<file path="config.mk">
export PLATFORM = sky130hd
export DESIGN_NAME = accuCpu
export DESIGN_NICKNAME = d
export VERILOG_FILES = /design/src/accuCpuPkg.sv /design/src/accuCpu.sv /design/src/cpuAlu.sv /design/src/cpuControl.sv /design/src/cpuDatapath.sv
export SDC_FILE = /design/constraint.sdc
export NUM_CORES = 1
export LEC_CHECK = 0
export ABC_CLOCK_PERIOD_IN_PS = 8650
export BUFFER_PORTS_ARGS = -buffer_cell sky130_fd_sc_hd__clkbuf_2
export CAP_MARGIN = 20
export CORE_MARGIN = 2
export CORE_UTILIZATION = 40
export DETAILED_ROUTE_END_ITERATION = 16
export GPL_TIMING_DRIVEN = 0
export PLACE_DENSITY = 0.64
export SLEW_MARGIN = 15
export SYNTH_ARGS = -nofsm -noshare
export SYNTH_HDL_FRONTEND = slang
export SYNTH_SLANG_ARGS = --single-unit
</file>
<file path="constraint.sdc">
create_clock -name clk -period 8.65 [get_ports clk]
set_input_delay 1.73 -clock clk [delete_from_list [all_inputs] [get_ports clk]]
set_output_delay 1.73 -clock clk [all_outputs]
set_load 0.01 [all_outputs]
</file>
<file path="src/accuCpuPkg.sv">
package accuCpuPkg;

    localparam int wordWidth = 16;  // Instruction format is built on this
    localparam int progStart = 8;

    typedef enum logic [3:0] {
        opMov  = 4'b0000,
        opAdd  = 4'b0001,
        opSub  = 4'b0010,
        opMul  = 4'b0011,
        opIn   = 4'b0111,
        opOut  = 4'b1000,
        opStop = 4'b1111
    } opcodeE;

    typedef struct packed {
        logic       indirect;
        logic [2:0] addr;
    } operandS;

    typedef struct packed {
        opcodeE  opcode;  // 15:12
        operandS dst;     // 11:8
        operandS src1;    // 7:4
        operandS src2;    // 3:0
    } instrS;

    // src2 pattern of a MOV that carries an immediate word
    localparam operandS immMarker = '{indirect: 1'b1, addr: 3'd0};

    typedef enum logic [3:0] {
        stFetch0,
        stFetch1,
        stFetch2,
        stOperand,
        stIndirect,
        stExec,
        stDestIndirect,
        stWrite,
        stHalt
    } stateE;

    typedef enum logic [1:0] {marPc, marOperand, marMemData} marSelE;
    typedef enum logic [1:0] {accImm, accIn, accMem, accAlu} accSelE;
    typedef enum logic [1:0] {idxDst, idxSrc1, idxSrc2} operandIdxE;

    typedef struct packed {
        logic       incPc;
        logic       ldMar;
        marSelE     marSel;
        operandIdxE operandIdx;
        logic       ldIrHi;
        logic       ldIrLo;
        logic       ldAcc;
        accSelE     accSel;  // Also picks the MDR source
        logic       ldMdr;
        logic       ldOut;
    } ctrlS;

endpackage

</file>
<file path="src/accuCpu.sv">
`timescale 1ns/1ns

module accuCpu import accuCpuPkg::*; #(
    parameter int addrWidth = 6
) (
    input  logic                 clk,
    input  logic                 rst_n,
    input  logic [wordWidth-1:0] memRdata,
    input  logic [wordWidth-1:0] inData,
    output logic                 memWe,
    output logic [addrWidth-1:0] memAddr,
    output logic [wordWidth-1:0] memWdata,
    output logic [wordWidth-1:0] outData,
    output logic                 outStrobe,
    output logic                 halted
);

    ctrlS                 ctrl;
    instrS                instr;
    logic [wordWidth-1:0] acc;
    logic [wordWidth-1:0] aluResult;

    cpuControl u_control (
        .clk       (clk),
        .rst_n     (rst_n),
        .instr     (instr),
        .memRdata  (memRdata),
        .ctrl      (ctrl),
        .memWe     (memWe),
        .outStrobe (outStrobe),
        .halted    (halted)
    );

    cpuDatapath #(.addrWidth(addrWidth)) u_datapath (
        .clk       (clk),
        .rst_n     (rst_n),
        .ctrl      (ctrl),
        .memRdata  (memRdata),
        .inData    (inData),
        .aluResult (aluResult),
        .instr     (instr),
        .acc       (acc),
        .memAddr   (memAddr),
        .memWdata  (memWdata),
        .outData   (outData)
    );

    // Second operand comes straight off the memory bus
    cpuAlu u_alu (
        .opcode (instr.opcode),
        .a      (acc),
        .b      (memRdata),
        .result (aluResult)
    );

endmodule

</file>
<file path="src/cpuAlu.sv">
`timescale 1ns/1ns

module cpuAlu import accuCpuPkg::*; (
    input  opcodeE               opcode,
    input  logic [wordWidth-1:0] a,
    input  logic [wordWidth-1:0] b,
    output logic [wordWidth-1:0] result
);

    always_comb begin
        case (opcode)
            opAdd:   result = a + b;
            opSub:   result = a - b;
            opMul:   result = a * b;  // Low half of the product
            default: result = a;
        endcase
    end

endmodule

</file>
<file path="src/cpuControl.sv">
`timescale 1ns/1ns

module cpuControl import accuCpuPkg::*; (
    input  logic                 clk,
    input  logic                 rst_n,
    input  instrS                instr,
    input  logic [wordWidth-1:0] memRdata,
    output ctrlS                 ctrl,
    output logic                 memWe,
    output logic                 outStrobe,
    output logic                 halted
);

    stateE      state;
    stateE      stateNext;
    logic [1:0] opCnt;      // Operands already sent to the MAR
    logic [1:0] opCntNext;
    logic [1:0] opNeeded;
    operandIdxE issueIdx;
    operandS    issueOperand;
    instrS      fetched;

    function automatic logic isImmMov(instrS word);
        return (word.opcode == opMov) && (word.src2 == immMarker);
    endfunction

    assign fetched = instrS'(memRdata);

    // Source operands each opcode reads from memory
    always_comb begin
        case (instr.opcode)
            opMov:               opNeeded = isImmMov(instr) ? 2'd0 : 2'd1;
            opAdd, opSub, opMul: opNeeded = 2'd2;
            opOut:               opNeeded = 2'd1;  // dst is read, not written
            default:             opNeeded = 2'd0;
        endcase
    end

    always_comb begin
        if (instr.opcode == opOut) begin
            issueIdx = idxDst;
        end else if (opCnt == 2'd0) begin
            issueIdx = idxSrc1;
        end else begin
            issueIdx = idxSrc2;
        end
    end

    always_comb begin
        case (issueIdx)
            idxSrc1: issueOperand = instr.src1;
            idxSrc2: issueOperand = instr.src2;
            default: issueOperand = instr.dst;
        endcase
    end

    always_comb begin
        ctrl      = '0;
        stateNext = state;
        opCntNext = opCnt;

        case (state)
            stFetch0: begin
                ctrl.ldMar  = 1'b1;
                ctrl.marSel = marPc;
                ctrl.incPc  = 1'b1;
                stateNext   = stFetch1;
            end
            stFetch1: begin
                ctrl.ldIrHi = 1'b1;
                if (isImmMov(fetched)) begin
                    ctrl.ldMar  = 1'b1;  // Second word follows
                    ctrl.marSel = marPc;
                    ctrl.incPc  = 1'b1;
                    stateNext   = stFetch2;
                end else begin
                    stateNext = stOperand;
                end
            end
            stFetch2: begin
                ctrl.ldIrLo = 1'b1;
                stateNext   = stOperand;
            end
            stOperand: begin
                // First operand arrives here, src2 stays on the bus for the ALU
                if (opCnt == 2'd1) begin
                    ctrl.ldAcc  = 1'b1;
                    ctrl.accSel = accMem;
                end
                if (opCnt != opNeeded) begin
                    ctrl.ldMar      = 1'b1;
                    ctrl.marSel     = marOperand;
                    ctrl.operandIdx = issueIdx;
                    opCntNext       = opCnt + 1'b1;
                    stateNext       = issueOperand.indirect ? stIndirect : stOperand;
                end else begin
                    if (opCnt == 2'd0) begin
                        case (instr.opcode)
                            opMov: begin
                                ctrl.ldAcc  = 1'b1;
                                ctrl.accSel = accImm;
                            end
                            opIn: begin
                                ctrl.ldAcc  = 1'b1;
                                ctrl.accSel = accIn;
                            end
                            default: ;
                        endcase
                    end
                    opCntNext = '0;
                    stateNext = stExec;
                end
            end
            stIndirect: begin
                ctrl.ldMar  = 1'b1;
                ctrl.marSel = marMemData;
                stateNext   = stOperand;
            end
            stExec: begin
                case (instr.opcode)
                    opMov, opIn, opAdd, opSub, opMul: begin
                        if (instr.opcode inside {opAdd, opSub, opMul}) begin
                            ctrl.ldAcc  = 1'b1;
                            ctrl.accSel = accAlu;
                        end
                        ctrl.ldMdr      = 1'b1;
                        ctrl.ldMar      = 1'b1;
                        ctrl.marSel     = marOperand;
                        ctrl.operandIdx = idxDst;
                        stateNext = instr.dst.indirect ? stDestIndirect : stWrite;
                    end
                    opOut: begin
                        ctrl.ldOut = 1'b1;
                        stateNext  = stFetch0;
                    end
                    opStop:  stateNext = stHalt;
                    default: stateNext = stFetch0;  // Unknown opcode is a no-op
                endcase
            end
            stDestIndirect: begin
                ctrl.ldMar  = 1'b1;
                ctrl.marSel = marMemData;
                stateNext   = stWrite;
            end
            stWrite:  stateNext = stFetch0;
            stHalt:   stateNext = stHalt;  // Left only by reset
            default:  stateNext = stFetch0;
        endcase
    end

    always_ff @(posedge clk or negedge rst_n) begin
        if (!rst_n) begin
            state     <= stFetch0;
            opCnt     <= '0;
            outStrobe <= 1'b0;
        end else begin
            state     <= stateNext;
            opCnt     <= opCntNext;
            outStrobe <= ctrl.ldOut;
        end
    end

    assign memWe  = (state == stWrite);
    assign halted = (state == stHalt);

endmodule

</file>
<file path="src/cpuDatapath.sv">
`timescale 1ns/1ns

module cpuDatapath import accuCpuPkg::*; #(
    parameter int addrWidth = 6
) (
    input  logic                 clk,
    input  logic                 rst_n,
    input  ctrlS                 ctrl,
    input  logic [wordWidth-1:0] memRdata,
    input  logic [wordWidth-1:0] inData,
    input  logic [wordWidth-1:0] aluResult,
    output instrS                instr,
    output logic [wordWidth-1:0] acc,
    output logic [addrWidth-1:0] memAddr,
    output logic [wordWidth-1:0] memWdata,
    output logic [wordWidth-1:0] outData
);

    logic [addrWidth-1:0]   pc;
    logic [addrWidth-1:0]   mar;
    logic [addrWidth-1:0]   marNext;
    logic [addrWidth-1:0]   operandAddr;
    logic [2*wordWidth-1:0] ir;
    logic [wordWidth-1:0]   mdr;
    logic [wordWidth-1:0]   accNext;
    operandS                selOperand;

    assign instr    = instrS'(ir[2*wordWidth-1:wordWidth]);
    assign memAddr  = mar;
    assign memWdata = mdr;

    // Operand field named by the controller
    always_comb begin
        case (ctrl.operandIdx)
            idxSrc1: selOperand = instr.src1;
            idxSrc2: selOperand = instr.src2;
            default: selOperand = instr.dst;
        endcase
    end

    assign operandAddr = addrWidth'(selOperand.addr);

    always_comb begin
        case (ctrl.marSel)
            marOperand: marNext = operandAddr;
            marMemData: marNext = memRdata[addrWidth-1:0];  // Pointer word
            default:    marNext = pc;
        endcase
    end

    always_comb begin
        case (ctrl.accSel)
            accImm:  accNext = ir[wordWidth-1:0];
            accIn:   accNext = inData;
            accMem:  accNext = memRdata;
            default: accNext = aluResult;
        endcase
    end

    // MAR starts at the program so the first fetch address is out at once
    always_ff @(posedge clk or negedge rst_n) begin
        if (!rst_n) begin
            pc      <= addrWidth'(progStart);
            mar     <= addrWidth'(progStart);
            outData <= '0;
        end else begin
            if (ctrl.incPc) begin
                pc <= pc + 1'b1;
            end
            if (ctrl.ldMar) begin
                mar <= marNext;
            end
            if (ctrl.ldOut) begin
                outData <= acc;
            end
        end
    end

    always_ff @(posedge clk) begin
        if (ctrl.ldIrHi) begin
            ir[2*wordWidth-1:wordWidth] <= memRdata;
        end
        if (ctrl.ldIrLo) begin
            ir[wordWidth-1:0] <= memRdata;  // Immediate word
        end
        if (ctrl.ldAcc) begin
            acc <= accNext;
        end
        if (ctrl.ldMdr) begin
            mdr <= (ctrl.accSel == accAlu) ? aluResult : acc;
        end
    end

endmodule

</file>
# After elaboration in Yosys (flattened, before gate mapping)
# Cells that the tools add are included.
# classes
bitwise_logic	0
n_mul	1
shifts	0
reduce_logical	12
add_sub_neg	4
div_mod_pow	0
order_cmp	0
eq_ne	27
mux	34
# op_table
operator	count
16-bit one-hot mux with 3 select lines	2
4-bit one-hot mux with 7 select lines	1
4-bit by 3-bit equality test with 1-bit output (second input constant)	5
4-bit equality test (second input constant)	5
3-bit one-hot mux with 2 select lines	3
16-bit adder	1
4-bit by 2-bit equality test with 1-bit output (second input constant)	4
16-bit by 16-bit multiplier with 16-bit output	1
16-bit 2-to-1 mux	1
4-bit one-hot mux with 2 select lines	2
16-bit subtractor	1
3-bit 2-to-1 mux	5
3-bit one-hot mux with 5 select lines	1
4-bit zero test	3
4-bit 2-to-1 mux	3
6-bit one-hot mux with 2 select lines	1
2-bit by 1-bit equality test with 1-bit output (second input constant)	5
2-bit equality test (second input constant)	5
5-bit 2-to-1 mux	2
4-bit by 1-bit equality test with 1-bit output (second input constant)	2
2-bit 2-to-1 mux	4
6-bit by 1-bit adder with 6-bit output (second input constant)	1
1-bit 2-to-1 mux	6
2-bit one-hot mux with 3 select lines	1
other kinds (10)	13
# totals
mem_bits_ro	0
n_memories	0
word_cells	88
mem_bits_rw	0
latchBits	0
register_bits	99

# Depth between registers and ports, before layout
# Gate-level depths: netlist of the first run.
# logic_depth
depth_word	10
ltp_mapped	23
ltp_nobuf	21

# Cells and area by module
# Synthesis of the first run repeated with hierarchy kept, for this count alone.
# unflattened
hier_cells	977
area_unflattened_um2	9980.8
# by_module_without_submodules
mod	area_per_inst_um2	instances	seq_area_each_um2	cells_per_inst
cpuAlu	5350.1	1	0.0	673
cpuDatapath	3891.2	1	2625.0	215
cpuControl	739.5	1	175.2	89

# Worst setup path after synthesis of the first run
# No wires, ideal clock.
# synth_timing
path_type	input -> register
from	input port memRdata[2]
to	register u_datapath.acc[15], data pin
stages	20
t_arrival_ns	6.717
required_ns	8.379
slack_ns	1.662
path_cell_list	buf_2 -> clkbuf_1 -> and2_1 -> fa_1 -> inv_1 -> fa_1 -> inv_1 -> fa_1 -> fa_1 -> inv_1 -> fa_1 -> fa_1 -> xor2_1 -> xnor2_1 -> xnor2_1 -> xnor2_1 -> xnor3_1 -> xnor2_2 -> a221oi_2 -> o22ai_1
# synth_via
elab_chain_len	3
# synth_rtl
element	line	source
from (decl)	accuCpu.sv:8	input logic [wordWidth-1:0] memRdata,
16-bit by 16-bit multiplier with 16-bit output, or another cell as far along	cpuAlu.sv:14	opMul: result = a * b;
16-bit one-hot mux with 3 select lines *	cpuAlu.sv:11	case (opcode)
16-bit one-hot mux with 3 select lines *	cpuDatapath.sv:52	case (ctrl.accSel)
net u_datapath.accNext[15]	cpuDatapath.sv:25	logic [wordWidth-1:0] accNext;
to (signal assigned)	cpuDatapath.sv:87	acc <= accNext;
to (decl)	cpuDatapath.sv:13	output logic [wordWidth-1:0] acc,
# Mark *: on every way through the listed nets, which the timed path passes. The rest lies on a longest branch.
# A chain may end at the register's enable or synchronous reset.

# Final worst setup path of the first run
# layout_timing
from	input port memRdata[7]
to	register u_datapath.acc[15], data pin
# Same word-level chain as after synthesis.

==> flow_summary.json, run 1 <==
{
  "status": "finished, final reports clean",
  "cp_data_required_time_ns": 8.74,
  "n_antenna_cell": 0,
  "clk_path_buf_depth": 2,
  "wl_per_cell_um": 20.9,
  "synth.largest_area_cell": "edfxtp_1",
  "synthFlopType": "edfxtp_1",
  "critPathLaunchType": "input pin",
  "core_mm2": 0.0242,
  "critPathSlowestCell": "clkbuf_1",
  "min_period_ns": 7.66,
  "clk_latency_ns": 0.35,
  "dp_slack_ns": 0.685,
  "syn_inst": 1073,
  "cts_resized": 0,
  "io_buffers": 74,
  "hold_viol_final": 0,
  "first_iter_violations": 915,
  "critPathMaxStageDelay_ns": 0.74,
  "core.rowCount": 57,
  "cp_top_family": "adder cells",
  "grt_overflow": 0,
  "track_usage_pct": 24.5,
  "timing.final.ws_setup_ns": 0.988,
  "fin_crit_sh_pct": 88.6,
  "syn_area_mm2": 0.00979,
  "post-cts-setup-buffers": 0,
  "dp_hpwl_mm": 24.0,
  "yosys_warnings": 0,
  "worstSetupEndpointType": "register",
  "synth_edf_count": 64,
  "yosys.area.top_type_share_pct": 19.6,
  "holdWs_ns": 0.485,
  "first_pass_iters": 7,
  "via_per_inst": 5.52,
  "gp_congestion": 0.930,
  "drc": 0,
  "area_growth_pct": 11.7,
  "syn-num-nets": 1262,
  "arrival_ns": 7.75,
  "hp-class": "register to register",
  "antenna_found_initial": 0,
  "grt_max_degree": 36,
  "synth_area_leaders": "edfxtp_1, fa_1, ha_1",
  "drv_slew": 0,
  "async_reset_ff_share_pct": 35.4,
  "max_clock_freq_ghz": 0.131,
  "clk_pin_slew_worst_paths_ns": 0.08,
  "io_pins": 75,
  "finalSetupTns_ns": 0,
  "die_w_um": 160,
  "ys_seq_area_share_pct": 28.6,
  "die_h_um": 160,
  "worstSetupPathType": "input pin to register",
  "htreeDepth": 3,
  "grt_pass1_wl_mm": 47.8,
  "drive_gt1_share_pct": 12.3,
  "yosys_register_bits": 99,
  "fin_cells": 1491,
  "finalNetCount": 1351,
  "cts_tree": "built",
  "grt_setup_unrepaired": "false",
  "setup_viol": 0,
  "grt_pass1_vias": 8206,
  "cts_buffers": 9,
  "cp_max_fo": 10,
  "start_util_pct": 40.5,
  "cts_hold_buf": 0,
  "drt.antenna.violating_nets": 0,
  "dieArea_mm2": 0.0257,
  "clock_sinks": 99,
  "cts_root_buffer": "clkbuf_16",
  "cp_num_buf_inv": 4,
  "via_count": 8233,
  "tightest_slew_ns": 1.10,
  "syn_area_per_cell_um2": 9.12,
  "cap_violations": 0,
  "wl_mm": 31.1,
  "crit_top_cell": "fa_1",
  "dp_cells": 1474,
  "fin_skew_ns": 0.0128,
  "synth_cell_type_count": 73,
  "slew_headroom_pct": 26.2,
  "crit_chain": "clkbuf_2, clkbuf_1, nand2_1, fa_1, inv_1, fa_1, fa_1, fa_1, inv_1, fa_1, fa_1, xor2_1, xnor2_1, xnor2_1, xnor2_1, xnor3_1, xnor2_2, a221oi_2, o22ai_1"
}
worst reg2reg max path, cell delays in order (launching register included):
cell,delay [ns]
edfxtp_1,0.55
clkbuf_1,0.57
and2_1,0.26
fa_1,0.44
inv_1,0.10
fa_1,0.44
fa_1,0.51
inv_1,0.04
ha_1,0.30
fa_1,0.50
inv_1,0.07
fa_1,0.52
inv_1,0.05
ha_1,0.29
or2_2,0.33
o31a_1,0.13
a31oi_1,0.26
o21bai_1,0.11
xor2_1,0.16
a221oi_1,0.46
a21oi_1,0.15
metal layers:
layer,track usage [%],up-vias,part of all wire (%)
li1,-,3730,-
met1,34.6,4052,43
met2,38.2,378,45
met3,3.93,73,8.1
met4,8.72,0,3.5
met5,0,-,0
cell usage after synthesis, drive strengths merged, types with 6 or more instances:
cell type / count
inv: 131
a222oi: 6
a21oi: 55
nand2: 170
nand2b: 9
nor2b: 6
o21ai: 43
o21a: 11
clkbuf: 33
a31oi: 6
xnor2: 45
a22oi: 9
a221oi: 6
ha: 74
buf: 15
fa: 81
xor2: 19
nor3: 15
nor2: 75
mux2: 8
nand3: 9
edfxtp: 64
dfrtp: 33
o22ai: 14
and2: 71
cells in the final DEF, fill, tap and decap left out, types with 3 or more instances in the layout:
cell type  netlist  routed
and2_1          71      71
nor2b_1          6       6
xnor2_1         44      44
clkbuf_2         1      75
buf_4            1       3
a22oi_1          9       9
nand4_1          3       3
or3_1            5       5
o21ai_1          3       3
o21a_1          11      11
o31ai_1          3       3
mux2_2           8       8
a31oi_1          6       6
ha_1            74      74
clkbuf_1        32      32
nor3_1          14      13
edfxtp_1        64      64
a221oi_1         4       4
nor2_1          74      74
nand2_1        168     168
a21oi_1         53      53
nand3b_1         3       3
o31a_1           4       4
buf_2           13      14
nand2b_1         9       9
o21ai_0         39      39
fa_1            81      81
a21o_1           4       4
dfrtp_1         33      33
o22ai_1         14      14
inv_1          131     131
mux2i_1          5       5
a222oi_1         6       6
xor2_1          19      19
clkbuf_16        0       9
nand3_1          9       9
registers in the layout (all words and copies together) (netlist names):
register,cells
u_control.opCnt,2
u_control.outStrobe,1
u_control.state,4
u_datapath.acc,16
u_datapath.ir,32
u_datapath.memAddr,6
u_datapath.memWdata,16
u_datapath.outData,16
u_datapath.pc,6
layout make-up:
class | instances | area (um2)
Buffer | 48 | 209
Clock buffer | 9 | 225
Clock inverter | 7 | 93.8
Fill cell | 2357 | 13200
Inverter | 131 | 492
Multi-Input combinational cell | 795 | 6310
Sequential cell | 99 | 2800
Tap cell | 324 | 405
Timing Repair Buffer | 78 | 402
stage by stage:
stage | cell area, um2 | utilization, %
2_1_floorplan | 9790 | -
3_3_place_gp | 10600 | 43.7
3_5_place_dp | 10600 | 43.9
4_1_cts | 10900 | 45.2
5_1_grt | 10900 | 45.2
6_report | 10900 | 45.2
cells by family (layout without fill, tap and decap cells):
group                    count (synthesis)  after routing  synth area share, %
XOR/XNOR                                65             65                 6.03
AO/OA/AOI/OAI                          182            182                 12.5
AND/OR/NAND/NOR                        380            380                 18.2
flip-flops                              99             99                 28.6
adder cells (fa/ha/maj)                155            155                 26.0
multiplexers                            13             13                 1.43
buffers and inverters                  179            273                 7.16
path summary, 6_finish.rpt:
path	to	startpoint	slack, ns	cells after the start
min reg2reg	u_datapath.outData[3]	u_datapath.outData[3]	0.48	2
max	u_datapath.acc[15]	memRdata[7]	0.99	19
min in group asynchronous	u_datapath.memAddr[4]	rst_n	1.52	1
min	u_datapath.outData[3]	u_datapath.outData[3]	0.48	2
max in group asynchronous	u_datapath.outData[4]	rst_n	6.54	1
max reg2reg	u_datapath.memWdata[13]	u_datapath.acc[5]	2.16	20
Power of run 1 is left out: the tool's default activity adds up to more than one toggle a clock period on the data nets, which glitch-free logic cannot reach.
==> inputs of run 2 (changes only) <==
--- a/config.mk
+++ b/config.mk
@@ -9,10 +9,10 @@
 export BUFFER_PORTS_ARGS = -buffer_cell sky130_fd_sc_hd__clkbuf_2
 export CAP_MARGIN = 20
 export CORE_MARGIN = 2
-export CORE_UTILIZATION = 40
+export CORE_UTILIZATION = 35
 export DETAILED_ROUTE_END_ITERATION = 16
 export GPL_TIMING_DRIVEN = 0
-export PLACE_DENSITY = 0.64
+export PLACE_DENSITY = 0.58
 export SLEW_MARGIN = 15
 export SYNTH_ARGS = -nofsm -noshare
 export SYNTH_HDL_FRONTEND = slang
==> flow_summary.json, run 2 (same netlist as run 1, synthesis figures left out) <==
{
  "area_growth_pct": 12.7,
  "gp_congestion": 0.907,
  "max_clock_freq_ghz": 0.131,
  "whs_endpoint": "u_datapath.outData[8]",
  "cts_tree": "built",
  "arrival_ns": 7.73,
  "first_iter_violations": 626,
  "timing.final.ws_setup_ns": 0.999,
  "die_h_um": 171,
  "min_period_ns": 7.65,
  "setup_viol": 0,
  "final_util_pct": 39.9,
  "dp_slack_ns": 0.706,
  "drt.antenna.violating_nets": 0,
  "via_per_inst": 5.17,
  "cp_data_required_time_ns": 8.73,
  "clk_path_buf_depth": 2,
  "cp_max_fo": 10,
  "n_antenna_cell": 0,
  "drive_gt1_share_pct": 12.4,
  "hp-class": "register to register",
  "worstHoldStart": "u_datapath.outData[8]",
  "grt_max_degree": 36,
  "drc": 0,
  "dp_hpwl_mm": 24.2,
  "clk_pin_slew_worst_paths_ns": 0.08,
  "tightest_slew_ns": 0.923,
  "start_util_pct": 35.4,
  "core_mm2": 0.0276,
  "finalSetupTns_ns": 0,
  "htreeDepth": 3,
  "largest_register_ffs": 32,
  "grt_pass1_vias": 8166,
  "worstSetupPathType": "input pin to register",
  "top_register": "u_datapath.ir",
  "cts_root_buffer": "clkbuf_16",
  "r2r-start": "u_datapath.acc[6]",
  "rr_endpoint": "u_datapath.memWdata[13]",
  "wl_mm": 31.2,
  "post-cts-setup-buffers": 0,
  "worstRegToRegCells": 20,
  "core.rowCount": 61,
  "mostFrequentLayoutCell": "nand2_1",
  "cts_buffers": 9,
  "worstSetupEndpointType": "register",
  "clock_sinks": 99,
  "cap_violations": 0,
  "via_count": 7998,
  "drv_slew": 0,
  "grt_setup_unrepaired": "false",
  "antenna_found_initial": 0,
  "layout_common_cells": "nand2_1, inv_1, fa_1, clkbuf_2",
  "dieArea_mm2": 0.0293,
  "status": "finished, final reports clean",
  "critPathLaunchType": "input pin",
  "grt_overflow": 0,
  "whs_path_depth": 2,
  "grt_pass1_wl_mm": 48.2,
  "fin_skew_ns": 0.0175,
  "io_pins": 75,
  "track_usage_pct": 22.0,
  "wl_per_cell_um": 20.2,
  "die_w_um": 171,
  "first_pass_iters": 6,
  "hold_viol_final": 0,
  "fin_crit_sh_pct": 88.5,
  "slew_headroom_pct": 38.1,
  "clk_latency_ns": 0.36,
  "ff2ff_setup_slack_ns": 2.09,
  "cts_hold_buf": 0,
  "io_buffers": 74,
  "finalNetCount": 1352,
  "cts_resized": 0
}
run 2: changes by cell type in the layout (fill, tap and decap cells not counted):
cell and delta:
buf_16 +1, buf_2 +1, buf_6 -1, clkinvlp_4 -1
inv_6 +1, nor3_1 -1, nor3_2 +1
run 2: final cells by class:
cell class | instances | area (um2)
repair buffers | 79 | 423
plain buffers | 48 | 209
flip-flops and latches | 99 | 2800
clock buffers | 9 | 225
clock inverters | 7 | 95.1
well taps | 378 | 473
multi-input cells | 795 | 6310
inverters | 131 | 492
fillers | 2838 | 16600
run 2: worst max path at each step:
stage	cells after the start	end	startpoint
detailed placement	21	u_datapath.acc[13]	memRdata[2]
finish	21	u_datapath.memWdata[13]	memRdata[2]
global route	22	u_datapath.memWdata[13]	memRdata[2]
CTS	21	u_datapath.acc[13]	memRdata[2]
floorplan	20	u_datapath.acc[15]	memRdata[2]
global placement	21	u_datapath.memWdata[13]	memRdata[2]
run 2: layer usage:
layer,routed length [um],vias up,track usage [%]
met5,0,-,0
met4,1010,0,7.52
met3,2980,54,5.52
met2,13700,350,33.7
met1,13500,3867,30.4
li1,-,3727,-
run 2: stage by stage:
stage          area [um2]  hold WS [ns]  std cells
4_1_cts             11000         0.478       1545
3_3_place_gp        10600         0.463       1525
2_1_floorplan        9790         0.442       1073
6_report            11000         0.478       1546
3_5_place_dp        10700         0.457       1529
5_1_grt             11000         0.503       1546
run 2: critical path, cell delays in order:
cell and delay [ns]:
clkbuf_2 0.12, buf_2 0.32, clkbuf_1 0.43, nand2_1 0.15, fa_1 0.52, fa_1 0.53, fa_1 0.52, inv_1 0.04
ha_1 0.30, fa_1 0.51, inv_1 0.05, fa_1 0.50, inv_1 0.05, ha_1 0.31, or2_2 0.34, o31a_1 0.12
a31oi_1 0.24, o21bai_1 0.11, xor2_1 0.17, a221oi_1 0.49, a21oi_1 0.16
Power of run 2 is left out for the same reason.
